--- src/source/zynq_shell_pkg.sv ---
`default_nettype none

package zynq_shell_pkg;

   ////////////////////
   // host register port

   localparam int csr_data_width  = 32;
   localparam int csr_addr_width  = 10;
   localparam int csr_index_width = 3;
   // register index sits above the byte offset
   localparam int csr_index_lsb   = 2;

   // writable registers
   localparam logic [csr_index_width-1:0] csr_w_sys_resetn = 3'd0;
   localparam logic [csr_index_width-1:0] csr_w_dram_init  = 3'd1;
   localparam logic [csr_index_width-1:0] csr_w_dram_base  = 3'd2;

   // readable registers
   localparam logic [csr_index_width-1:0] csr_r_status    = 3'd0;
   localparam logic [csr_index_width-1:0] csr_r_profile0  = 3'd1;
   localparam logic [csr_index_width-1:0] csr_r_profile1  = 3'd2;
   localparam logic [csr_index_width-1:0] csr_r_profile2  = 3'd3;
   localparam logic [csr_index_width-1:0] csr_r_profile3  = 3'd4;
   localparam logic [csr_index_width-1:0] csr_r_wr_count  = 3'd5;
   localparam logic [csr_index_width-1:0] csr_r_rd_count  = 3'd6;
   localparam logic [csr_index_width-1:0] csr_r_dram_base = 3'd7;

   // status word layout
   localparam int status_dram_init_bit  = 0;
   localparam int status_overrun_bit    = 1;
   localparam int status_sys_resetn_bit = 2;

   ////////////////////
   // dram window

   // processor sees dram at this base, host memory starts at zero
   localparam logic [31:0] proc_dram_base = 32'h8000_0000;

   // 256 MB handed out by the host
   localparam logic [63:0] dram_limit_bytes = 64'h0000_0000_1000_0000;

   // one profiler bit per 8 MB region
   localparam int profile_regions   = 128;
   localparam int profile_index_msb = 29;
   localparam int profile_index_lsb = 23;

endpackage

`default_nettype wire
--- src/source/zynq_shell_top.sv ---
`timescale 1ns/1ns
`default_nettype none

module zynq_shell_top
#(
   parameter int dram_addr_width = 32,
   parameter int count_width     = 32
)
(
   input  logic                                      aclk_i,
   input  logic                                      rst_n_i,

   // host register port
   input  logic                                      host_wr_v_i,
   input  logic                                      host_rd_v_i,
   input  logic [zynq_shell_pkg::csr_addr_width-1:0] host_addr_i,
   input  logic [zynq_shell_pkg::csr_data_width-1:0] host_wdata_i,
   output logic [zynq_shell_pkg::csr_data_width-1:0] host_rdata_o,
   output logic                                      host_rdata_v_o,

   // dram write address
   input  logic [dram_addr_width-1:0]                bp_awaddr_i,
   input  logic                                      bp_awvalid_i,
   output logic                                      bp_awready_o,
   output logic [dram_addr_width-1:0]                m_awaddr_o,
   output logic                                      m_awvalid_o,
   input  logic                                      m_awready_i,

   // dram read address
   input  logic [dram_addr_width-1:0]                bp_araddr_i,
   input  logic                                      bp_arvalid_i,
   output logic                                      bp_arready_o,
   output logic [dram_addr_width-1:0]                m_araddr_o,
   output logic                                      m_arvalid_o,
   input  logic                                      m_arready_i
);

   logic                                       sys_resetn;
   logic                                       dram_init;
   logic [dram_addr_width-1:0]                 dram_base;
   logic [zynq_shell_pkg::profile_regions-1:0] profile_bits;
   logic                                       overrun;
   logic [count_width-1:0]                     wr_count;
   logic [count_width-1:0]                     rd_count;

   ////////////////////
   // host writes

   csr_decode #(
      .dram_addr_width (dram_addr_width)
   ) decode0 (
      .aclk_i       (aclk_i),
      .rst_n_i      (rst_n_i),
      .host_wr_v_i  (host_wr_v_i),
      .host_rd_v_i  (host_rd_v_i),
      .host_addr_i  (host_addr_i),
      .host_wdata_i (host_wdata_i),
      .sys_resetn_o (sys_resetn),
      .dram_init_o  (dram_init),
      .dram_base_o  (dram_base)
   );

   ////////////////////
   // address channels

   dram_access_monitor #(
      .dram_addr_width (dram_addr_width),
      .count_width     (count_width)
   ) monitor0 (
      .aclk_i         (aclk_i),
      .rst_n_i        (rst_n_i),
      .sys_resetn_i   (sys_resetn),
      .dram_base_i    (dram_base),
      .bp_awaddr_i    (bp_awaddr_i),
      .bp_awvalid_i   (bp_awvalid_i),
      .bp_awready_o   (bp_awready_o),
      .m_awaddr_o     (m_awaddr_o),
      .m_awvalid_o    (m_awvalid_o),
      .m_awready_i    (m_awready_i),
      .bp_araddr_i    (bp_araddr_i),
      .bp_arvalid_i   (bp_arvalid_i),
      .bp_arready_o   (bp_arready_o),
      .m_araddr_o     (m_araddr_o),
      .m_arvalid_o    (m_arvalid_o),
      .m_arready_i    (m_arready_i),
      .profile_bits_o (profile_bits),
      .overrun_o      (overrun),
      .wr_count_o     (wr_count),
      .rd_count_o     (rd_count)
   );

   ////////////////////
   // host reads

   csr_readback #(
      .count_width (count_width)
   ) readback0 (
      .aclk_i         (aclk_i),
      .rst_n_i        (rst_n_i),
      .host_rd_v_i    (host_rd_v_i),
      .host_addr_i    (host_addr_i),
      .dram_init_i    (dram_init),
      .sys_resetn_i   (sys_resetn),
      .dram_base_i    (dram_base),
      .profile_bits_i (profile_bits),
      .overrun_i      (overrun),
      .wr_count_i     (wr_count),
      .rd_count_i     (rd_count),
      .host_rdata_o   (host_rdata_o),
      .host_rdata_v_o (host_rdata_v_o)
   );

endmodule

`default_nettype wire

--- src/source/csr_readback.sv ---
`timescale 1ns/1ns
`default_nettype none

module csr_readback
#(
   parameter int count_width = 32
)
(
   input  logic                                       aclk_i,
   input  logic                                       rst_n_i,

   input  logic                                       host_rd_v_i,
   input  logic [zynq_shell_pkg::csr_addr_width-1:0]  host_addr_i,

   input  logic                                       dram_init_i,
   input  logic                                       sys_resetn_i,
   input  logic [zynq_shell_pkg::csr_data_width-1:0]  dram_base_i,
   input  logic [zynq_shell_pkg::profile_regions-1:0] profile_bits_i,
   input  logic                                       overrun_i,
   input  logic [count_width-1:0]                     wr_count_i,
   input  logic [count_width-1:0]                     rd_count_i,

   output logic [zynq_shell_pkg::csr_data_width-1:0]  host_rdata_o,
   output logic                                       host_rdata_v_o
);

   localparam int dw_lp = zynq_shell_pkg::csr_data_width;

   logic [zynq_shell_pkg::csr_index_width-1:0] rd_index;
   logic [dw_lp-1:0]                           status_word;
   logic [dw_lp-1:0]                           rd_sel;
   logic [dw_lp-1:0]                           rdata_r;
   logic                                       rdata_v_r;

   assign rd_index = host_addr_i[zynq_shell_pkg::csr_index_lsb +: zynq_shell_pkg::csr_index_width];

   always_comb
   begin
      status_word = '0;
      status_word[zynq_shell_pkg::status_dram_init_bit]  = dram_init_i;
      status_word[zynq_shell_pkg::status_overrun_bit]    = overrun_i;
      status_word[zynq_shell_pkg::status_sys_resetn_bit] = sys_resetn_i;
   end

   ////////////////////
   // read mux

   // all eight indices are defined
   always_comb
   begin
      case (rd_index)
         zynq_shell_pkg::csr_r_status:   rd_sel = status_word;
         zynq_shell_pkg::csr_r_profile0: rd_sel = profile_bits_i[0*dw_lp +: dw_lp];
         zynq_shell_pkg::csr_r_profile1: rd_sel = profile_bits_i[1*dw_lp +: dw_lp];
         zynq_shell_pkg::csr_r_profile2: rd_sel = profile_bits_i[2*dw_lp +: dw_lp];
         zynq_shell_pkg::csr_r_profile3: rd_sel = profile_bits_i[3*dw_lp +: dw_lp];
         zynq_shell_pkg::csr_r_wr_count: rd_sel = dw_lp'(wr_count_i);
         zynq_shell_pkg::csr_r_rd_count: rd_sel = dw_lp'(rd_count_i);
         default:                        rd_sel = dram_base_i;
      endcase
   end

   // one cycle response
   always_ff @(posedge aclk_i or negedge rst_n_i)
   begin
      if (!rst_n_i)
      begin
         rdata_v_r <= 1'b0;
      end
      else
      begin
         rdata_v_r <= host_rd_v_i;
      end
   end

   always_ff @(posedge aclk_i or negedge rst_n_i)
   begin
      if (!rst_n_i)
      begin
         rdata_r <= '0;
      end
      else if (host_rd_v_i)
      begin
         rdata_r <= rd_sel;
      end
   end

   assign host_rdata_o   = rdata_r;
   assign host_rdata_v_o = rdata_v_r;

   // no unsolicited responses
   rdata_v_after_rd_a : assert property
      (@(posedge aclk_i) disable iff (!rst_n_i) host_rdata_v_o |-> $past(host_rd_v_i))
      else $error("csr_readback: read data valid without a preceding read strobe");

endmodule

`default_nettype wire

--- src/source/dram_access_monitor.sv ---
`timescale 1ns/1ns
`default_nettype none

module dram_access_monitor
#(
   parameter int dram_addr_width = 32,
   parameter int count_width     = 32
)
(
   input  logic                                       aclk_i,
   input  logic                                       rst_n_i,

   input  logic                                       sys_resetn_i,
   input  logic [dram_addr_width-1:0]                 dram_base_i,

   // write address channel
   input  logic [dram_addr_width-1:0]                 bp_awaddr_i,
   input  logic                                       bp_awvalid_i,
   output logic                                       bp_awready_o,
   output logic [dram_addr_width-1:0]                 m_awaddr_o,
   output logic                                       m_awvalid_o,
   input  logic                                       m_awready_i,

   // read address channel
   input  logic [dram_addr_width-1:0]                 bp_araddr_i,
   input  logic                                       bp_arvalid_i,
   output logic                                       bp_arready_o,
   output logic [dram_addr_width-1:0]                 m_araddr_o,
   output logic                                       m_arvalid_o,
   input  logic                                       m_arready_i,

   output logic [zynq_shell_pkg::profile_regions-1:0] profile_bits_o,
   output logic                                       overrun_o,
   output logic [count_width-1:0]                     wr_count_o,
   output logic [count_width-1:0]                     rd_count_o
);

   localparam logic [dram_addr_width-1:0] proc_base_lp =
      dram_addr_width'(zynq_shell_pkg::proc_dram_base);
   localparam logic [dram_addr_width-1:0] limit_lp =
      dram_addr_width'(zynq_shell_pkg::dram_limit_bytes);
   localparam int region_width_lp =
      zynq_shell_pkg::profile_index_msb - zynq_shell_pkg::profile_index_lsb + 1;

   logic [dram_addr_width-1:0] aw_offset;
   logic [dram_addr_width-1:0] ar_offset;
   logic [region_width_lp-1:0] aw_region;
   logic [region_width_lp-1:0] ar_region;
   logic                       over_limit;

   logic [zynq_shell_pkg::profile_regions-1:0] profile_set;
   logic [zynq_shell_pkg::profile_regions-1:0] profile_r;
   logic                                       overrun_r;
   logic [count_width-1:0]                     wr_count_r;
   logic [count_width-1:0]                     rd_count_r;

   ////////////////////
   // address remap

   // strip the processor base, then move into the host allocation
   assign aw_offset  = bp_awaddr_i ^ proc_base_lp;
   assign ar_offset  = bp_araddr_i ^ proc_base_lp;
   assign m_awaddr_o = aw_offset + dram_base_i;
   assign m_araddr_o = ar_offset + dram_base_i;

   // handshakes go straight through, no added stall
   assign m_awvalid_o  = bp_awvalid_i;
   assign m_arvalid_o  = bp_arvalid_i;
   assign bp_awready_o = m_awready_i;
   assign bp_arready_o = m_arready_i;

   ////////////////////
   // profiler and range check

   assign aw_region = bp_awaddr_i[zynq_shell_pkg::profile_index_msb:zynq_shell_pkg::profile_index_lsb];
   assign ar_region = bp_araddr_i[zynq_shell_pkg::profile_index_msb:zynq_shell_pkg::profile_index_lsb];

   // a presented address marks its region, accepted or not
   always_comb
   begin
      profile_set = '0;
      if (bp_awvalid_i)
      begin
         profile_set[aw_region] = 1'b1;
      end
      if (bp_arvalid_i)
      begin
         profile_set[ar_region] = 1'b1;
      end
   end

   assign over_limit = (bp_awvalid_i && (aw_offset >= limit_lp))
                    || (bp_arvalid_i && (ar_offset >= limit_lp));

   always_ff @(posedge aclk_i or negedge rst_n_i)
   begin
      if (!rst_n_i)
      begin
         profile_r  <= '0;
         overrun_r  <= 1'b0;
         wr_count_r <= '0;
         rd_count_r <= '0;
      end
      else if (!sys_resetn_i)
      begin
         // held clear while the system is in reset
         profile_r  <= '0;
         overrun_r  <= 1'b0;
         wr_count_r <= '0;
         rd_count_r <= '0;
      end
      else
      begin
         profile_r <= profile_r | profile_set;
         if (over_limit)
         begin
            overrun_r <= 1'b1;
         end
         if (bp_awvalid_i && m_awready_i)
         begin
            wr_count_r <= wr_count_r + count_width'(1);
         end
         if (bp_arvalid_i && m_arready_i)
         begin
            rd_count_r <= rd_count_r + count_width'(1);
         end
      end
   end

   assign profile_bits_o = profile_r;
   assign overrun_o      = overrun_r;
   assign wr_count_o     = wr_count_r;
   assign rd_count_o     = rd_count_r;

   ////////////////////
   // checks

   profile_clear_a : assert property
      (@(posedge aclk_i) disable iff (!rst_n_i) !sys_resetn_i |=> (profile_r == '0))
      else $error("dram_access_monitor: profiler not clear under system reset");

   wr_count_hold_a : assert property
      (@(posedge aclk_i) disable iff (!rst_n_i)
       !(bp_awvalid_i && m_awready_i) |=> ($stable(wr_count_r) || (wr_count_r == '0)))
      else $error("dram_access_monitor: write count moved without a handshake");

   rd_count_hold_a : assert property
      (@(posedge aclk_i) disable iff (!rst_n_i)
       !(bp_arvalid_i && m_arready_i) |=> ($stable(rd_count_r) || (rd_count_r == '0)))
      else $error("dram_access_monitor: read count moved without a handshake");

endmodule

`default_nettype wire

--- src/source/csr_decode.sv ---
`timescale 1ns/1ns
`default_nettype none

module csr_decode
#(
   parameter int dram_addr_width = 32
)
(
   input  logic                                      aclk_i,
   input  logic                                      rst_n_i,

   input  logic                                      host_wr_v_i,
   input  logic                                      host_rd_v_i,
   input  logic [zynq_shell_pkg::csr_addr_width-1:0] host_addr_i,
   input  logic [zynq_shell_pkg::csr_data_width-1:0] host_wdata_i,

   output logic                                      sys_resetn_o,
   output logic                                      dram_init_o,
   output logic [dram_addr_width-1:0]                dram_base_o
);

   logic [zynq_shell_pkg::csr_index_width-1:0] wr_index;

   logic                       sys_resetn_r;
   logic                       dram_init_r;
   logic [dram_addr_width-1:0] dram_base_r;

   // word index out of the byte address
   assign wr_index = host_addr_i[zynq_shell_pkg::csr_index_lsb +: zynq_shell_pkg::csr_index_width];

   ////////////////////
   // config registers

   // system reset is active low, so the core stays held until the host writes 1
   always_ff @(posedge aclk_i or negedge rst_n_i)
   begin
      if (!rst_n_i)
      begin
         sys_resetn_r <= 1'b0;
         dram_init_r  <= 1'b0;
         dram_base_r  <= '0;
      end
      else if (host_wr_v_i)
      begin
         case (wr_index)
            zynq_shell_pkg::csr_w_sys_resetn:
            begin
               sys_resetn_r <= host_wdata_i[0];
            end
            zynq_shell_pkg::csr_w_dram_init:
            begin
               dram_init_r <= host_wdata_i[0];
            end
            zynq_shell_pkg::csr_w_dram_base:
            begin
               dram_base_r <= dram_addr_width'(host_wdata_i);
            end
            default:
            begin
               // undefined indices are dropped
            end
         endcase
      end
   end

   assign sys_resetn_o = sys_resetn_r;
   assign dram_init_o  = dram_init_r;
   assign dram_base_o  = dram_base_r;

   ////////////////////
   // checks

   // the host port serializes its accesses, readback relies on it
   host_wr_rd_exclusive_a : assert property
      (@(posedge aclk_i) disable iff (!rst_n_i) !(host_wr_v_i && host_rd_v_i))
      else $error("csr_decode: read and write strobes in the same cycle");

endmodule

`default_nettype wire

--- config.mk ---
export PLATFORM = sky130hd
export DESIGN_NAME = zynq_shell_top
export DESIGN_NICKNAME = d
export VERILOG_FILES = /design/src/source/zynq_shell_pkg.sv /design/src/source/zynq_shell_top.sv /design/src/source/csr_readback.sv /design/src/source/dram_access_monitor.sv /design/src/source/csr_decode.sv
export SDC_FILE = /design/constraint.sdc
export NUM_CORES = 1
export LEC_CHECK = 0
export BUFFER_PORTS_ARGS = -buffer_cell sky130_fd_sc_hd__buf_2
export CAP_MARGIN = 20
export CORE_MARGIN = 3
export CORE_UTILIZATION = 35
export CTS_BUF_LIST = sky130_fd_sc_hd__clkbuf_8 sky130_fd_sc_hd__clkbuf_16
export CTS_CLUSTER_SIZE = 28
export DETAILED_ROUTE_END_ITERATION = 16
export PLACE_DENSITY = 0.52
export SLEW_MARGIN = 20
export SYNTH_ARGS = -nofsm -noshare
export SYNTH_HDL_FRONTEND = slang
export SYNTH_SLANG_ARGS = --single-unit
--- constraint.sdc ---
create_clock -name aclk_i -period 7.49 [get_ports aclk_i]
set_clock_uncertainty 0.05 [all_clocks]
set_input_delay 1.1235 -clock aclk_i [delete_from_list [all_inputs] [get_ports aclk_i]]
set_output_delay 1.1235 -clock aclk_i [all_outputs]
set_load 0.01 [all_outputs]
# ---- Word level (Yosys, flattened, before mapping)
# Cells that the tools add are included.
dict set report totals {
  regBits 260
  inputBits 114
  output_inout_bits 101
  elab_cells 57
}
dict set report classes {
  addsub 4
  magnitude_cmp 6
  eq_ne 9
  n_mux 14
  bitwise 4
  n_reduce_logical 11
}
# operator n
set op_table {}
lappend op_table {{128-bit 2-to-1 mux} 3}
lappend op_table {{128-bit OR} 2}
lappend op_table {{32-bit case mux with 7 select lines} 1}
lappend op_table {{32-bit 2-to-1 mux} 4}
lappend op_table {{32-bit by 1-bit adder with 32-bit output, second input constant} 2}
lappend op_table {{32-bit adder} 2}
lappend op_table {{32-bit by 29-bit >= comparator with 1-bit output, second input constant} 2}
lappend op_table {{7-bit by 8-bit < comparator with 1-bit output, second input constant} 2}
lappend op_table {{1-bit demux with 7-bit select} 2}
lappend op_table {{7-bit by 1-bit >= comparator with 1-bit output, second input constant} 2}
lappend op_table {{3-bit == test, second input constant} 3}
lappend op_table {{3-bit by 2-bit == test with 1-bit output, second input constant} 2}
lappend op_table {{1-bit logical AND} 6}
lappend op_table {{2-bit by 1-bit != test with 1-bit output, second input constant} 3}
lappend op_table {{2-bit AND reduction} 3}
lappend op_table {{1-bit 2-to-1 mux} 4}
lappend op_table {{3-bit by 1-bit == test with 1-bit output, second input constant} 1}
lappend op_table {{3-bit logical NOT} 1}
lappend op_table {{1-bit inverter} 2}
lappend op_table {{1-bit logical OR} 1}

# ---- Depth between registers and ports, before layout
# Gate-level depths: netlist of run 1.
dict set report depth {
  ltp_word 9
  mapped_depth 9
  ltp_nobuf 9
}

# ---- By module
# From an unflattened synthesis of run 1, not the netlist that was laid out.
dict set report unflattened {
  cells_unflattened 1737
  hier_area_um2 16868.7
}
# mod instances cells_per_inst area_per_inst_um2 seq_area_each_um2
set modules_own_cells {}
lappend modules_own_cells {dram_access_monitor 1 1298 12333.1 4829.6}
lappend modules_own_cells {csr_readback 1 364 3090.5 825.8}
lappend modules_own_cells {csr_decode 1 75 1445.1 850.8}

# ---- Worst setup path before layout of run 1
# OpenSTA, ideal clock, no wires.
dict set report synth_timing {
  path_kind {input to output}
  startpoint {in bp_araddr_i[0]}
  endpoint {out m_araddr_o[30]}
  t_arrival_ns 3.135
  required_time_ns 6.316
  path_slack_ns 3.182
  stages 9
  path_buffers 0
  path_cell_list {ha_1 fa_1 a21o_1 a31oi_1 o211ai_1 and4_1 a41o_1 a41oi_1 xnor2_1}
}
dict set report synth_via {
  elab_chain_cells 1
}
# item line_no
set synth_lines {}
lappend synth_lines {{from (decl)} zynq_shell_top.sv:30} ;# input logic [dram_addr_width-1:0] bp_araddr_i,
lappend synth_lines {{32-bit adder} dram_access_monitor.sv:64} ;# assign m_araddr_o = ar_offset + dram_base_i;
lappend synth_lines {{to (decl)} zynq_shell_top.sv:33} ;# output logic [dram_addr_width-1:0] m_araddr_o,
# No other way between the ends.

# ---- Final worst setup path of run 1
dict set report layout_timing {
  startpoint {in bp_araddr_i[3]}
  endpoint {out m_araddr_o[27]}
}
# The elaborated chain is that of the path after synthesis.

==> metrics.csv, run 1 <==
metric,value,unit
compound-cell area share of the yosys netlist,0.211,
CP Buf/Inv Count,2,
Leak,0.00842,uW
Slew headroom,0.216,
Fin. Hold Viols,0,
largest family of logic cells by synthesized area,compound AO/OA/AOI/OAI gates,
# resized after CTS,0,
Via density,5.90,
RSZ-0062 raised after global routing,no,
startpoint types,input port,
maximum clock insertion buffer count,3,
syn_nets,1894,
row count,79,
"FFs w/ async S/R, synth",1.00,
Hold WC Path Type,flip-flop to flip-flop,
die footprint,50100,um2
final worst slack,2.19,ns
status,completed,
Initial Util,0.356,
met1 Use GR,0.343,
Initial DRC Count,1583,
Die H,224,um
crit path capture type,primary output,
PwrDens,249,nW/um2
Port Buffers,207,
WP data required,6.32,ns
Synth Area in Simple Gates,0.177,
clock tree root driver cell,clkbuf_16,
layout cells sized above 1,0.213,
Clock transition at path regs,0.06,ns
"CP delay by family, top",compound AO/OA/AOI/OAI gates,
Core Region,46700,um2
CTS tree,built,
crit-path cells,buf_2 > ha_1 > a21o_1 > a21oi_1 > a21boi_1 > o311ai_1 > a211oi_1 > o2111a_1 > a311oi_1 > buf_2,
Synth area leaders,"dfrtp_1 (39%), a221oi_1 (7.4%), mux2_2 (5.8%)",
GR peak layer,met2,
Min Hold Slack,0.451,ns
"Area growth, synth to finish",16.6,%
clock buffer count from CTS,31,
hold_buf cts,0,
VDD IR-drop max,0.181,mV
Post-DRT Antenna Nets,0,
"critical path fanouts, max",5,
later-pin clock latency in the skew report,0.58,ns
global-route wire length before repair,92600,um
final WL,61200,um
Max Clk Rate,0.189,GHz
Worst Setup SP,bp_araddr_i[3],
Post-synth EDFFs,0,
flop2flop setup slack,4.63,ns
fraction of the mapped netlist area in adder cells,0.0507,
hpwl dp,43600,um
Tot GR Track Use,0.239,
cell taking the most area after synthesis,dfrtp_1,
final setup fails,0,
drt wl/cell,24.4,um
gpl congestion,0.908,
fin crit share,0.707,
Max-Cap Viols,0,
Slew @ Worst Pin,1.17,ns
"count leader, synth",dfrtp_1,
met3 Usage GRT,0.0329,
pre-CTS WS,2.30,ns
router iterations before antenna repair,6,
grt ovf,0,
"Setup Fix Bufs, Post-CTS",0,
Nets,2058,
RR Startpoint,decode0.sys_resetn_o$_DFFE_PN0P_,
fillers,4674,
largest net degree at the start of global routing,158,
hold_sp,readback0.host_rdata_o[10]$_DFFE_PN0P_,
Clock H-tree levels,1,
Die Width,224,um
CP peak stage delay,0.89,ns
register area share after synthesis,0.392,
fin. max-slew vios,0,
Critical Path Slowest Stage Cell,o311ai_1,
n_diodes,0,
kind of critical path,input port to primary output,
top cell type's share of synthesized area,0.392,
Synth Instances,1714,
Final min period,5.30,ns
post-synthesis xor/xnor area fraction,0.0538,
I/O pin total,215,
Synth top cells by count,"dfrtp_1 (260), nor2b_1 (144), a221oi_1 (140)",
CP arrival,4.12,ns
Netlist cell types,72,
vias post-DR,14800,
top_reg_cell synth,dfrtp_1,
mux cell area share after synthesis,0.0823,
synth warn,0,
setup TNS,0,ns
register area,6510,um2
"Avg Cell Area, Syn",9.68,um2
GR Util met2,0.384,
vias in the first global route,14600,
most used cell along the critical path,buf_2,
clock sink count,260,
initial antenna violation count,1,
#FFs+latches synth,260,
area of the multi-input gates,9580,um2
Mapped Area,16600,um2
DRC errors left,0,
==> flip-flops by register name (all words and copies together), names as in the netlist <==
register                  flops
monitor0.profile_bits_o     128
decode0.dram_base_o          32
monitor0.rd_count_o          32
monitor0.wr_count_o          32
readback0.host_rdata_o       32
decode0.dram_init_o           1
decode0.sys_resetn_o          1
monitor0.overrun_o            1
readback0.host_rdata_v_o      1
==> through the flow <==
step / util / instance area [um2] / power, uW / std cells
3_3_place_gp: 0.391 / 18200 / 3160 / 2452
4_1_cts: 0.415 / 19300 / 4840 / 2509
3_5_place_dp: 0.391 / 18200 / 3160 / 2452
5_1_grt: 0.415 / 19400 / 5040 / 2509
2_1_floorplan: - / 16600 / 2560 / 1714
6_report: 0.415 / 19400 / 4810 / 2509
==> final timing paths <==
kind                                                          end  cells past startpoint
setup / recovery                                   m_araddr_o[27]                     10
hold / removal             readback0.host_rdata_o[10]$_DFFE_PN0P_                      1
setup reg to reg              monitor0.rd_count_o[31]$_DFFE_PN0P_                      7
hold reg to reg            readback0.host_rdata_o[10]$_DFFE_PN0P_                      1
max in group asynchronous   monitor0.profile_bits_o[79]$_DFF_PN0_                      2
min in group asynchronous     decode0.dram_base_o[17]$_DFFE_PN0P_                      1
==> report_power, final <==
group	internal, uW	switching (uW)
Sequential	1470	109
Clock	1030	634
Combinational	635	941
==> layout make-up <==
class                   instances  share of cell area
multi-input cells            1319               0.495
inverters                      32             0.00621
well taps                     607              0.0392
flip-flops and latches        260               0.336
clock buffers                  38              0.0451
clock inverters                19              0.0127
repair buffers                234              0.0654
==> per-layer routing <==
layer / up-vias / wire [um]
li1: 6723 / -
met1: 7415 / 27700
met2: 585 / 28200
met3: 81 / 3890
met4: 0 / 1420
met5: - / 0
==> placed cells by master (no fill, tap or decap), types with 73 or more instances in the layout <==
| cell | n |
|---|---|
| xnor2_1 | 73 |
| o21ai_0 | 80 |
| mux2_2 | 86 |
| a221oi_1 | 140 |
| dfrtp_1 | 259 |
| nand2_1 | 111 |
| a21oi_1 | 88 |
| nor2_1 | 80 |
| buf_2 | 204 |
| nor2b_1 | 142 |
==> cell families (layout without fill, tap and decap cells) <==
logic type	Yosys count	count (layout)
buffers and inverters	135	323
DFF	260	260
and+or+nand+nor	549	549
xor gates and xnor gates	102	102
adders and majority gates	66	66
muxes	107	107
AOI/OAI and AO/OA	495	495
Power figures use the tool's default switching activity.
==> inputs of run 2 (changes only) <==
Settings changed: ABC_AREA set to 1, PLACE_DENSITY 0.52 to 0.53.
Clock period 7.49 ns to 4.3 ns, I/O delays scaled along.
==> run 2 against run 1 <==
  * Hold slack got worse by 0.41 ns
  * Sequential share of layout area decreased by 3.2 points
  * Sequential cell count unchanged
  * First-iteration DRC count increased by 9.3%
  * Clock power increased by 55%
  * Synthesized area increased by 12%
  * Worst setup slack got worse by 1.5 ns
  * Clock-buffer cell count decreased by 3
  * Cell count increased by 53%
  * Critical path depth increased by 3
  * Highest routed layer is now met5
==> metrics.csv, run 2 <==
metric,value,unit,change
"most common cell after layout, fill and taps aside",nand2_1,,
CP arrival,2.94,ns,-1.18 ns
vias post-DR,19700,,+33%
Non-Filler Instances,3842,,+53%
most used cell along the critical path,nand2_1,,
initial antenna violation count,4,,+3
Via density,5.14,,-13%
dpl cells,3784,,+54%
clock buffer count from CTS,30,,-3.2%
Tot GR Track Use,0.271,,+0.0315
RR Startpoint,decode0.sys_resetn_o$_DFFE_PN0P_,,
Hold WC Path Type,input port to asynchronous set/reset pin,,
#FFs+latches synth,260,,unchanged
Mapped Area,18600,um2,+12%
area of the multi-input gates,9750,um2,+1.7%
Die H,237,um,+5.8%
CTS tree,built,,
startpoint types,flip-flop,,
maximum clock insertion buffer count,3,,unchanged
Netlist cell types,41,,-43%
fin area,21400,um2,+11%
flop2flop setup slack,2.19,ns,-2.44 ns
Min Hold Slack,0.0382,ns,-0.413 ns
DRC errors left,0,,unchanged
"count leader, synth",nand2_1,,
Synth Instances,2951,,+72%
CP Capture Point,m_awaddr_o[20],,
"CP delay by family, top",simple AND/OR/NAND/NOR gates,,
die footprint,56100,um2,+12%
largest net degree at the start of global routing,96,,-39%
register area,6510,um2,unchanged
fin. max-slew vios,0,,unchanged
Post-synth EDFFs,0,,unchanged
Worst Setup SP,decode0.dram_base_o[0]$_DFFE_PN0P_,,
Port Buffers,207,,unchanged
Initial DRC Count,1731,,+9.3%
fillers,5586,,+20%
PwrDens,367,nW/um2,+48%
Synth area leaders,"dfrtp_1 (35%), nand2_1 (20%), inv_1 (11%)",,
Nets,3316,,+61%
synth warn,0,,unchanged
cell taking the most area after synthesis,dfrtp_1,,
Max-Cap Viols,0,,unchanged
"Setup Fix Bufs, Post-CTS",0,,unchanged
WP data required,3.61,ns,-2.71 ns
final WL,78600,um,+29%
CP peak stage delay,0.50,ns,-0.39 ns
Max Clk Rate,0.275,GHz,
top_reg_cell synth,dfrtp_1,,
"FFs w/ async S/R, synth",1.00,,unchanged
fin crit share,0.846,,
Die Width,237,um,+5.8%
top cell type's share of synthesized area,0.349,,-0.0431
Clock H-tree levels,1,,unchanged
"Area growth, synth to finish",14.7,%,
clock tree root driver cell,clkbuf_16,,
VDD IR-drop max,0.302,mV,+67%
hpwl dp,61400,um,+41%
crit path capture type,primary output,,
drt wl/cell,20.5,um,-16%
vias in the first global route,18600,,+28%
router iterations before antenna repair,5,,-1
I/O pin total,215,,unchanged
setup TNS,0,ns,unchanged
register area share after synthesis,0.349,,-0.0431
Slew headroom,0.190,,-0.0263
worst r2r dst,readback0.host_rdata_o[2]$_DFFE_PN0P_,,
Initial Util,0.358,,+0.00267
Core Region,52000,um2,+12%
Post-DRT Antenna Nets,0,,unchanged
final setup fails,0,,unchanged
grt ovf,0,,unchanged
"Avg Cell Area, Syn",6.32,um2,-35%
status,completed,,
row count,83,,+5.1%
global-route wire length before repair,115000,um,+25%
most frequent cells in the layout,"nand2_1 (979), inv_1 (543), a21oi_1 (282), dfrtp_1 (259), nor2_1 (255)",,
kind of critical path,flip-flop to primary output,,
hold_buf cts,0,,unchanged
Placed Area,20400,um2,+12%
layout cells sized above 1,0.0997,,-0.114
# resized after CTS,0,,unchanged
Slew @ Worst Pin,1.21,ns,+0.0472 ns
gpl congestion,0.947,,+4.3%
Stages on worst setup path,13,,+3
"critical path fanouts, max",4,,-1
Register-to-Register Path Depth,6,,-1
Fin. Hold Viols,0,,unchanged
Clock transition at path regs,0.06,ns,about the same
pre-CTS WS,1.07,ns,-1.23 ns
Critical Path Slowest Stage Cell,dfrtp_1,,
CP Buf/Inv Count,1,,-1
Synth top cells by count,"nand2_1 (979), inv_1 (541), a21oi_1 (282)",,
Final min period,3.64,ns,
crit-path cells,ha_1 > fa_1 > nand3_1 > nand3_1 > nand2_1 > nand2_1 > nand2_1 > nand2_1 > nand2_1 > nand2_1 > nand2_1 > nand2_1 > buf_2,,
clock sink count,260,,unchanged
RSZ-0062 raised after global routing,no,,
Leak,0.0120,uW,+42%
later-pin clock latency in the skew report,0.58,ns,about the same
syn_nets,3131,,+65%
max FFs per register,128,,unchanged
final worst slack,0.663,ns,-1.53 ns
==> run 2: power breakdown <==
part,internal [uW],leakage [uW],switching [uW]
combinational,807,0.00796,1750
sequential,2540,0.00350,185
clock,1490,0.000499,1090
total,4840,0.0120,3020
==> run 2: cell families (layout without fill, tap and decap cells) <==
kind of cell	after synthesis	count (layout)	share of synthesized area
flip-flops	260	260	0.349
buffers and inverters	623	831	0.130
AND/OR/NAND/NOR	1532	1532	0.336
other	0	3	0
AO/OA/AOI/OAI	438	438	0.125
XOR/XNOR	32	32	0.0150
adder cells (fa/ha/maj)	66	66	0.0451
==> run 2: cell type report <==
class	instances	area share
clock inverters	20	0.00766
diodes	3	0.000351
clock buffers	35	0.0388
repair buffers	225	0.0570
well taps	680	0.0398
flip-flops and latches	260	0.304
multi-input cells	2068	0.455
inverters	551	0.0967
==> run 2: worst min-delay path by stage <==
| stage | slack (ns) | to | startpoint | depth (start not counted) |
|---|---|---|---|---|
| after floorplan | 0.30 | decode0.dram_base_o[0]$_DFFE_PN0P_ | rst_n_i | 0 |
| after global placement | 0.41 | readback0.host_rdata_o[25]$_DFFE_PN0P_ | readback0.host_rdata_o[25]$_DFFE_PN0P_ | 2 |
| after detailed placement | 0.41 | readback0.host_rdata_o[23]$_DFFE_PN0P_ | readback0.host_rdata_o[23]$_DFFE_PN0P_ | 2 |
| after CTS | 0.07 | monitor0.wr_count_o[10]$_DFFE_PN0P_ | rst_n_i | 1 |
| after global routing | 0.1 | monitor0.wr_count_o[8]$_DFFE_PN0P_ | rst_n_i | 1 |
| final | 0.04 | monitor0.wr_count_o[8]$_DFFE_PN0P_ | rst_n_i | 1 |
==> run 2: metrics by stage <==
stage / utilization / total power [uW]
after floorplan: - / 4250
after CTS: 0.411 / 7900
after global placement: 0.392 / 5300
after detailed placement: 0.392 / 5310
after global routing: 0.411 / 8290
final: 0.411 / 7850
==> run 2: layer usage <==
layer,vias to the layer above,part of all wire,routed length [um],global-route usage
li1,9620,-,-,-
met1,9159,0.42,33400,0.354
met2,786,0.44,34700,0.428
met3,175,0.071,5560,0.0426
met4,4,0.063,4970,0.147
met5,-,0.00024,19,0
